===== src/common/img_proc_pkg.sv =====
`default_nettype none

package img_proc_pkg;

	//////////////////////////////
	// Image geometry
	//////////////////////////////

	localparam int unsigned coord_w = 11;	// Enough for 640 and 480
	localparam int unsigned image_w = 640;
	localparam int unsigned image_h = 480;

	typedef logic [coord_w-1:0] coord_t;

	//////////////////////////////
	// Pixels and stream words
	//////////////////////////////

	typedef struct packed {
		logic [7:0] red;
		logic [7:0] green;
		logic [7:0] blue;
	} pixel_t;

	// Same bit order as {data, sop, eop} on the stream ports
	typedef struct packed {
		pixel_t data;
		logic sop;
		logic eop;
	} stream_beat_t;

	// Locator view of the beat currently in the input stage
	typedef struct packed {
		coord_t x;
		coord_t y;
		logic bright;		// Top bit of all three channels set
		logic in_video;		// Video packet, not the descriptor word
		logic first;		// Packet descriptor word
		logic last;		// End of packet
	} pixel_info_t;

	typedef struct packed {
		coord_t left;
		coord_t right;
		coord_t top;
		coord_t bottom;
	} bbox_t;

	//////////////////////////////
	// Register map
	//////////////////////////////

	localparam pixel_t bb_col_default = 24'h00ff00;	// Green

	localparam logic [2:0] addr_bb_col = 3'd0;	// Box colour, read/write
	localparam logic [2:0] addr_box_x = 3'd1;	// Left and right, read only
	localparam logic [2:0] addr_box_y = 3'd2;	// Top and bottom, read only

endpackage

`default_nettype wire


===== src/rtl/stream_reg.sv =====
`timescale 1ns/1ps
`default_nettype none

module stream_reg
	import img_proc_pkg::*;
(
	input logic clk,
	input logic reset_n,

	// Upstream side
	input logic in_valid,
	output logic in_ready,
	input stream_beat_t in_beat,

	// Downstream side
	output logic out_valid,
	input logic out_ready,
	output stream_beat_t out_beat
);

	logic load;

	// Free slot, or the held beat leaves this cycle
	assign in_ready = ~out_valid | out_ready;
	assign load = in_valid & in_ready;

	always_ff @(posedge clk) begin
		if (!reset_n) begin
			out_valid <= 1'b0;
		end
		else if (in_ready) begin
			out_valid <= in_valid;	// Drops to 0 once taken with nothing behind it
		end
	end

	// Payload only moves on a real transfer
	always_ff @(posedge clk) begin
		if (load) begin
			out_beat <= in_beat;
		end
	end

endmodule

`default_nettype wire


===== src/rtl/csr_slave.sv =====
`timescale 1ns/1ps
`default_nettype none

module csr_slave
	import img_proc_pkg::*;
(
	input logic clk,
	input logic reset_n,

	// Memory-mapped port
	input logic chipselect,
	input logic read,
	input logic write,
	input logic [2:0] address,
	input logic [31:0] writedata,
	output logic [31:0] readdata,

	input bbox_t box,	// Latched box from the last video frame
	output pixel_t bb_col
);

	logic wr_en;
	logic rd_en;

	assign wr_en = chipselect & write;
	assign rd_en = chipselect & read;

	//////////////////////////////
	// Writes
	//////////////////////////////

	always_ff @(posedge clk) begin
		if (!reset_n) begin
			bb_col <= bb_col_default;
		end
		else if (wr_en && address == addr_bb_col) begin
			bb_col <= writedata[23:0];
		end
	end

	//////////////////////////////
	// Reads, one cycle latency
	//////////////////////////////

	always_ff @(posedge clk) begin
		if (!reset_n) begin
			readdata <= '0;
		end
		else if (rd_en) begin
			case (address)
				addr_bb_col:
					readdata <= {8'h00, bb_col};
				addr_box_x:
					readdata <= {5'b0, box.right, 5'b0, box.left};
				addr_box_y:
					readdata <= {5'b0, box.bottom, 5'b0, box.top};
				default:
					readdata <= '0;	// Unmapped
			endcase
		end
	end

endmodule

`default_nettype wire


===== src/video_path/pixel_locator.sv =====
`timescale 1ns/1ps
`default_nettype none

module pixel_locator
	import img_proc_pkg::*;
(
	input logic clk,
	input logic reset_n,
	input stream_beat_t beat,
	input logic advance,	// Beat moves on this cycle
	output pixel_info_t info
);

	coord_t x;
	coord_t y;
	logic packet_video;	// Type of the packet in progress

	always_ff @(posedge clk) begin
		if (!reset_n) begin
			x <= '0;
			y <= '0;
			packet_video <= 1'b0;
		end
		else if (advance) begin
			if (beat.sop) begin
				x <= '0;
				y <= '0;
				packet_video <= (beat.data.blue[3:0] == 4'h0);	// Video descriptor
			end
			else if (x == coord_t'(image_w - 1)) begin
				x <= '0;	// End of line
				y <= y + 1'b1;
			end
			else begin
				x <= x + 1'b1;
			end
		end
	end

	assign info.x = x;
	assign info.y = y;
	assign info.bright = beat.data.red[7] & beat.data.green[7] & beat.data.blue[7];
	assign info.in_video = packet_video & ~beat.sop;
	assign info.first = beat.sop;
	assign info.last = beat.eop;

endmodule

`default_nettype wire


===== src/video_path/bbox_accumulator.sv =====
`timescale 1ns/1ps
`default_nettype none

module bbox_accumulator
	import img_proc_pkg::*;
(
	input logic clk,
	input logic reset_n,
	input pixel_info_t info,
	input logic advance,
	output bbox_t box	// Box of the last complete video frame
);

	// Minima at the far corner, maxima at zero
	localparam bbox_t empty_box = '{
		left: coord_t'(image_w - 1),
		right: '0,
		top: coord_t'(image_h - 1),
		bottom: '0
	};

	bbox_t run;		// Running bounds of the frame in progress
	bbox_t run_nxt;		// Running bounds including the current beat
	logic hit;

	assign hit = info.bright & info.in_video;

	always_comb begin
		run_nxt = run;
		if (hit) begin
			if (info.x < run.left)
				run_nxt.left = info.x;
			if (info.x > run.right)
				run_nxt.right = info.x;
			if (info.y < run.top)
				run_nxt.top = info.y;
			if (info.y > run.bottom)
				run_nxt.bottom = info.y;
		end
	end

	//////////////////////////////
	// Running bounds and latch
	//////////////////////////////

	always_ff @(posedge clk) begin
		if (!reset_n) begin
			run <= empty_box;
			box <= empty_box;
		end
		else if (advance) begin
			if (info.first) begin
				run <= empty_box;	// New packet starts clean
			end
			else begin
				run <= run_nxt;
			end

			// Non-video packets leave the latched box alone
			if (info.last && info.in_video) begin
				box <= run_nxt;
			end
		end
	end

endmodule

`default_nettype wire


===== src/video_path/overlay_mixer.sv =====
`timescale 1ns/1ps
`default_nettype none

module overlay_mixer
	import img_proc_pkg::*;
(
	input stream_beat_t beat,
	input pixel_info_t info,
	input bbox_t box,
	input pixel_t bb_col,
	input logic mode,
	output stream_beat_t out_beat
);

	localparam pixel_t white = 24'hffffff;

	pixel_t px;
	logic [7:0] grey;
	logic edge_hit;

	assign px = beat.data;

	// green/2 + red/4 + blue/4, peaks at 253 so no overflow
	assign grey = {1'b0, px.green[7:1]} + {2'b00, px.red[7:2]} + {2'b00, px.blue[7:2]};

	assign edge_hit = (info.x == box.left) | (info.x == box.right) |
		(info.y == box.top) | (info.y == box.bottom);

	always_comb begin
		out_beat = beat;	// sop and eop always pass through
		if (mode && info.in_video) begin
			if (edge_hit) begin
				out_beat.data = bb_col;
			end
			else if (info.bright) begin
				out_beat.data = white;
			end
			else begin
				out_beat.data = {grey, grey, grey};
			end
		end
	end

endmodule

`default_nettype wire


===== src/rtl/img_proc_top.sv =====
`timescale 1ns/1ps
`default_nettype none

module img_proc_top
	import img_proc_pkg::*;
(
	input logic clk,
	input logic reset_n,

	// Register port
	input logic s_chipselect,
	input logic s_read,
	input logic s_write,
	input logic [2:0] s_address,
	input logic [31:0] s_writedata,
	output logic [31:0] s_readdata,

	// Video in
	input logic [23:0] sink_data,
	input logic sink_valid,
	output logic sink_ready,
	input logic sink_sop,
	input logic sink_eop,

	// Video out
	output logic [23:0] source_data,
	output logic source_valid,
	input logic source_ready,
	output logic source_sop,
	output logic source_eop,

	input logic mode	// High selects the overlay view
);

	stream_beat_t sink_beat;
	stream_beat_t cur_beat;		// Beat held in the input stage
	stream_beat_t mixed_beat;
	stream_beat_t source_beat;
	logic in_valid;
	logic out_ready;
	logic advance;
	pixel_info_t info;
	bbox_t box;
	pixel_t bb_col;

	assign sink_beat.data = sink_data;
	assign sink_beat.sop = sink_sop;
	assign sink_beat.eop = sink_eop;

	assign source_data = source_beat.data;
	assign source_sop = source_beat.sop;
	assign source_eop = source_beat.eop;

	// Input stage beat moves into the output stage
	assign advance = in_valid & out_ready;

	//////////////////////////////
	// Stream stages
	//////////////////////////////

	stream_reg in_stage (
		.clk(clk),
		.reset_n(reset_n),
		.in_valid(sink_valid),
		.in_ready(sink_ready),
		.in_beat(sink_beat),
		.out_valid(in_valid),
		.out_ready(out_ready),
		.out_beat(cur_beat)
	);

	stream_reg out_stage (
		.clk(clk),
		.reset_n(reset_n),
		.in_valid(in_valid),
		.in_ready(out_ready),
		.in_beat(mixed_beat),
		.out_valid(source_valid),
		.out_ready(source_ready),
		.out_beat(source_beat)
	);

	//////////////////////////////
	// Video path
	//////////////////////////////

	pixel_locator u_locator (
		.clk(clk),
		.reset_n(reset_n),
		.beat(cur_beat),
		.advance(advance),
		.info(info)
	);

	bbox_accumulator u_bbox (
		.clk(clk),
		.reset_n(reset_n),
		.info(info),
		.advance(advance),
		.box(box)
	);

	overlay_mixer u_mixer (
		.beat(cur_beat),
		.info(info),
		.box(box),
		.bb_col(bb_col),
		.mode(mode),
		.out_beat(mixed_beat)
	);

	csr_slave u_csr (
		.clk(clk),
		.reset_n(reset_n),
		.chipselect(s_chipselect),
		.read(s_read),
		.write(s_write),
		.address(s_address),
		.writedata(s_writedata),
		.readdata(s_readdata),
		.box(box),
		.bb_col(bb_col)
	);

endmodule

`default_nettype wire


===== config.mk =====
export PLATFORM = sky130hd
export DESIGN_NAME = img_proc_top
export DESIGN_NICKNAME = d
export VERILOG_FILES = /design/src/common/img_proc_pkg.sv /design/src/rtl/stream_reg.sv /design/src/rtl/csr_slave.sv /design/src/video_path/pixel_locator.sv /design/src/video_path/bbox_accumulator.sv /design/src/video_path/overlay_mixer.sv /design/src/rtl/img_proc_top.sv
export SDC_FILE = /design/constraint.sdc
export NUM_CORES = 1
export LEC_CHECK = 0
export ABC_AREA = 1
export BUFFER_PORTS_ARGS = -buffer_cell sky130_fd_sc_hd__buf_2
export CORE_UTILIZATION = 50
export DETAILED_ROUTE_END_ITERATION = 12
export PLACE_DENSITY = 0.68
export SYNTH_ARGS = -nofsm -noshare
export SYNTH_HDL_FRONTEND = slang
export SYNTH_SLANG_ARGS = --single-unit
export TNS_END_PERCENT = 10

===== constraint.sdc =====
create_clock -name clk -period 6.8 [get_ports clk]
set_input_delay 1.36 -clock clk [delete_from_list [all_inputs] [get_ports clk]]
set_output_delay 1.36 -clock clk [all_outputs]
set_load 0.005 [all_outputs]

# Yosys cells after proc, flatten, opt, wreduce, memory -nomap -nowiden
# Index checks and enable logic that the tools add are counted.
[totals] reg_bits=221 wordCells=81 ram_bits=0 output_inout_bits=60 latch_bits=0 memories=0 input_bits=69 romBits=0
[op_classes] n_div=0 shifts=0 n_eq_ne=7 add_sub_neg=4 bitwise_logic=16 reduce_logical=9 n_mux=14 n_lt_le_gt_ge=4 mul=0
[op_table] operator="$mux 11" n=8
[op_table] operator="$mux 44" n=2
[op_table] operator="$pmux 27 s3" n=1
[op_table] operator="$mux 24" n=3
[op_table] operator="$eq 11x11->1" n=4
[op_table] operator="$add 11x1->11 const B" n=2
[op_table] operator="$gt 11x11->1" n=2
[op_table] operator="$lt 11x11->1" n=2
[op_table] operator="$eq 11x10->1 const B" n=1
[op_table] operator="$add 7x6->8" n=1
[op_table] operator="$add 8x6->8" n=1
[op_table] operator="$and 1x1->1" n=8
[op_table] operator="$reduce_and 2->1" n=3
[op_table] operator="$or 1x1->1" n=5
[op_table] operator="$logic_not 4->1" n=1
[op_table] operator="$eq 3x1->1 const B" n=1
[op_table] operator="$eq 3x2->1 const B" n=1
[op_table] operator="$logic_and 1x1->1" n=3
[op_table] operator="$logic_not 3->1" n=1
[op_table] operator="$not 1->1" n=3
[op_table] operator="$reduce_bool 2->1" n=1

# Longest topological paths before layout
[logic_depth] word_depth=6 depth_mapped=14 ltp_nobuf=14

# By module
# From an unflattened synthesis, not the netlist that was laid out.
[hier_totals] hier_cells=1742 hier_area_um2=12453.2
[modules_own_cells] mod="bbox_accumulator" cells_each=776 seq_area_each_um2=1761.7 n_inst=1 area_each_um2=5218.8
[modules_own_cells] mod="csr_slave" cells_each=333 seq_area_each_um2=1021.0 n_inst=1 area_each_um2=2348.5
[modules_own_cells] mod="overlay_mixer" cells_each=362 seq_area_each_um2=0.0 n_inst=1 area_each_um2=1868.0
[modules_own_cells] mod="stream_reg" cells_each=33 seq_area_each_um2=800.8 n_inst=2 area_each_um2=832.0
[modules_own_cells] mod="pixel_locator" cells_each=203 seq_area_each_um2=460.4 n_inst=1 area_each_um2=1346.3
[modules_own_cells] mod="img_proc_top" cells_each=2 seq_area_each_um2=0.0 n_inst=1 area_each_um2=7.5

# Worst setup path before layout
# OpenSTA, ideal clock, no wires.
[synth_path] path_type="input to output" start="input port source_ready" end="output port sink_ready" t_arrival_ps=1509 t_required_ps=5440 path_slack_ps=3931 n_path_buf=0 cell_stages=2 cell_sequence="inv_1 > nand3_1"
[synth_via] elab_chain_len=2
[synth_rtl] element="start: declaration" line_no="img_proc_top.sv:28" source="input logic source_ready,"
[synth_rtl] element="$or 1x1->1 (2 in series)" line_no="stream_reg.sv:24" source="assign in_ready = ~out_valid | out_ready;"
[synth_rtl] element="end: declaration" line_no="img_proc_top.sv:21" source="output logic sink_ready,"
# No other way between the ends.

# Final worst setup path
[layout_path] start="input port source_ready" end="register, netlist name u_bbox.box[20]"
[layout_via] elab_chain_len=3
[layout_rtl] element="$or 1x1->1" line_no="stream_reg.sv:24"
[layout_rtl] element="$and 1x1->1" line_no="img_proc_top.sv:55" source="assign advance = in_valid & out_ready;"
[layout_rtl] element="$reduce_and 2->1 (no source line)"
# No other way between the ends.
# A chain may end at the register's enable or synchronous reset.

==> metrics <==
Post-Place Cells=1,918; total chip power=~3.0 mW; Net Sw Frac=0.245; Worst Path Required=7.23 ns; post-CTS setup buffers=0; final setup fails=0; clock buffer depth=3; unrepaired setup endpoints after global routing=false; WS Path Type=primary input to register; CTS clk-pin slew, worst paths=about 0.060 ns; part of the power in the clock network=0.454; core area=approximately 0.023 mm2; Layout Nets=~1,800; Power per Cell Area=between 200 and 250 mW/mm2; Ports=approximately 130; initial antenna violation count=0; EDFF count, synth=between 50 and 60; status=finished clean; global-route wire length before repair=around 52,000 um; largest cells by area after synthesis=dfxtp_1 28%, nand2_1 16%, edfxtp_1 13%; hold_buf cts=0; total number of vias=10,500; post-cts resize count=0; Sequential Power Share=0.463; CTS HTree Levels=1; Post-DP HPWL=roughly 24,000 um; r2r worst-path depth=11; synth warn=0; vias in the first global route=between 9,000 and 10,000; Clock Latency Late Sink=0.54 ns; worst hold endpoint=u_bbox.run[6]; clock root buffer=clkbuf_16; Psw=between 700 and 800 uW; CTS buffer count=24; CP startpoint=source_ready; Critical Path Source Type=primary input; non-filler cells, final=approximately 2,000; Critical Path AT=3.68 ns; layout cell share with drive strength beyond 1=0.147; Synth Flop Type=dfxtp_1; Iter 0 DRT Violations=922; post-synth top area cell=dfxtp_1; endpoint type of the worst setup path=register; minimum clock period=between 3 and 4 ns; Hold Crit Class=register to register; average via count per standard cell=approximately 5.4; Antenna diodes=0; worst r2r src=in_stage.out_beat[5]; hold_sp=u_bbox.run[6]; Routed Antenna Nets=0; ys async rst share=0; Final Cell Area=about 0.013 mm2; Yosys reg bits=between 200 and 250; most common cell after layout, fill and taps aside=nand2_1; Post-route DRC=0; Die Span Y=approximately 160 um; post-synthesis cell type count=between 40 and 50; post-synth top area share=0.280; GP Congestion=0.886; total negative slack=0 ns; worst-margin pin slew=1.12 ns; TritonCTS clock tree=done; DRT Pass-1 Iters=5; syn_area_per_cell=7.55 um2; Cells after Synth=between 1,500 and 2,000; clock sink count=around 220; placed inst area=0.0123 mm2; Avg WL per Cell=between 15 and 20 um; reg2reg setup slack=roughly 4.1 ns; internal power=between 2 and 2.5 mW; MaxCap Viol Count=0; Crit Reg-Reg Endpoint=out_stage.out_beat[9]; num rows=55; Hold Fails Final Rpt=0; die extent in x=between 150 and 200 um; Worst VDD drop=between 150 and 200 uV; mapped cell area=about 0.012 mm2; largest net degree at the start of global routing=54; Util after Layout=0.576; max-slew violations=0; grt total ovfl=0; Detailed Route WL=~33,000 um; # port buffers=115; skew final=around 0.037 ns; Final Cycle Share=0.477; Lkg Pwr=roughly 6 nW; Starting Density=0.514; Slew Limit Headroom=0.250; hold path depth=2; synthesis-to-finish area growth=12.0%; Crit Path Max Fanout=48; most frequent cells in the layout=512 x nand2_1, 164 x dfxtp_1, 162 x inv_1; gr usage total=0.277; Die Area=0.0241 mm2; fmax=roughly 300 MHz; register area share after synthesis=0.412; Combinational Power Share=0.082
power groups by stage:
stage          Sequential (mW)  Clock [mW]  Combinational (mW)
4_1_cts                   1.37        1.36               0.242
6_report                  1.37        1.35               0.243
2_1_floorplan             1.40           0               0.173
3_3_place_gp              1.40           0               0.237
3_5_place_dp              1.40           0               0.239
5_1_grt                   1.38        1.41               0.271
state kept, by name (all words and copies together), names as in the netlist:
signal                  flops
u_bbox.run                 44
u_csr.readdata             27
u_locator.y                11
in_stage.out_beat          26
out_stage.out_beat         26
u_locator.packet_video      1
u_bbox.box                 44
u_locator.x                11
in_stage.out_valid          1
out_stage.out_valid         1
u_csr.bb_col               24
worst max-delay path, cell delays in order:
cell,delay [ns]
buf_2,0.07
inv_1,0.04
nand2_1,0.08
nand2_2,0.06
inv_2,0.73
nand3_1,0.24
inv_2,0.71
nand2_1,0.13
o211ai_1,0.12
inv_1,0.07
per-layer routing:
layer	global-route usage	wire [um]	vias to the layer above
met4	0.0896	1050	0
met1	0.408	15400	4896
met2	0.424	14500	344
met5	0	0	-
li1	-	-	5235
met3	0.0290	2240	62
stage by stage:
step	worst slack (ns)	hold WS (ns)
3_5_place_dp	3.00	0.454
5_1_grt	3.29	0.475
4_1_cts	3.54	0.464
2_1_floorplan	3.93	0.427
3_3_place_gp	3.06	0.452
6_report	3.55	0.464
logic make-up after synthesis:
group	after synthesis	synth area share
AOI/OAI and AO/OA	291	0.147
adders and majority gates	57	0.0652
other	1	0.000319
buffers and inverters	254	0.0930
DFF	216	0.412
and+or+nand+nor	710	0.262
xor gates and xnor gates	27	0.0201
synth_stat cells (14+ instances only):
master and count:
o21ai_2 27, nand4_1 39, o21ai_1 27, nand2_1 512, xnor2_1 22, clkbuf_1 37
inv_2 14, nor2_1 51, inv_1 163, edfxtp_1 52, nand3_1 57, a21oi_1 153
buf_2 16, ha_1 50, dfxtp_1 164, o21ai_0 40
worst max path at each step:
stage               slack, ns              to
floorplan                3.93      sink_ready
global placement         3.06  u_locator.x[4]
detailed placement       3.00  u_bbox.box[20]
CTS                      3.54  u_bbox.box[41]
global route             3.29  u_bbox.box[41]
finish                   3.55  u_bbox.box[20]
cell type report:
| type | instances | area (um2) |
|---|---|---|
| fill | 2194 | 9700 |
| multi-input combinational | 1090 | 5830 |
| sequential | 216 | 4840 |
| clock buffer | 36 | 676 |
| inverter | 179 | 672 |
| timing repair buffer | 120 | 613 |
| tap | 313 | 392 |
| clock inverter | 8 | 129 |
(Power assumes the default switching activity.)
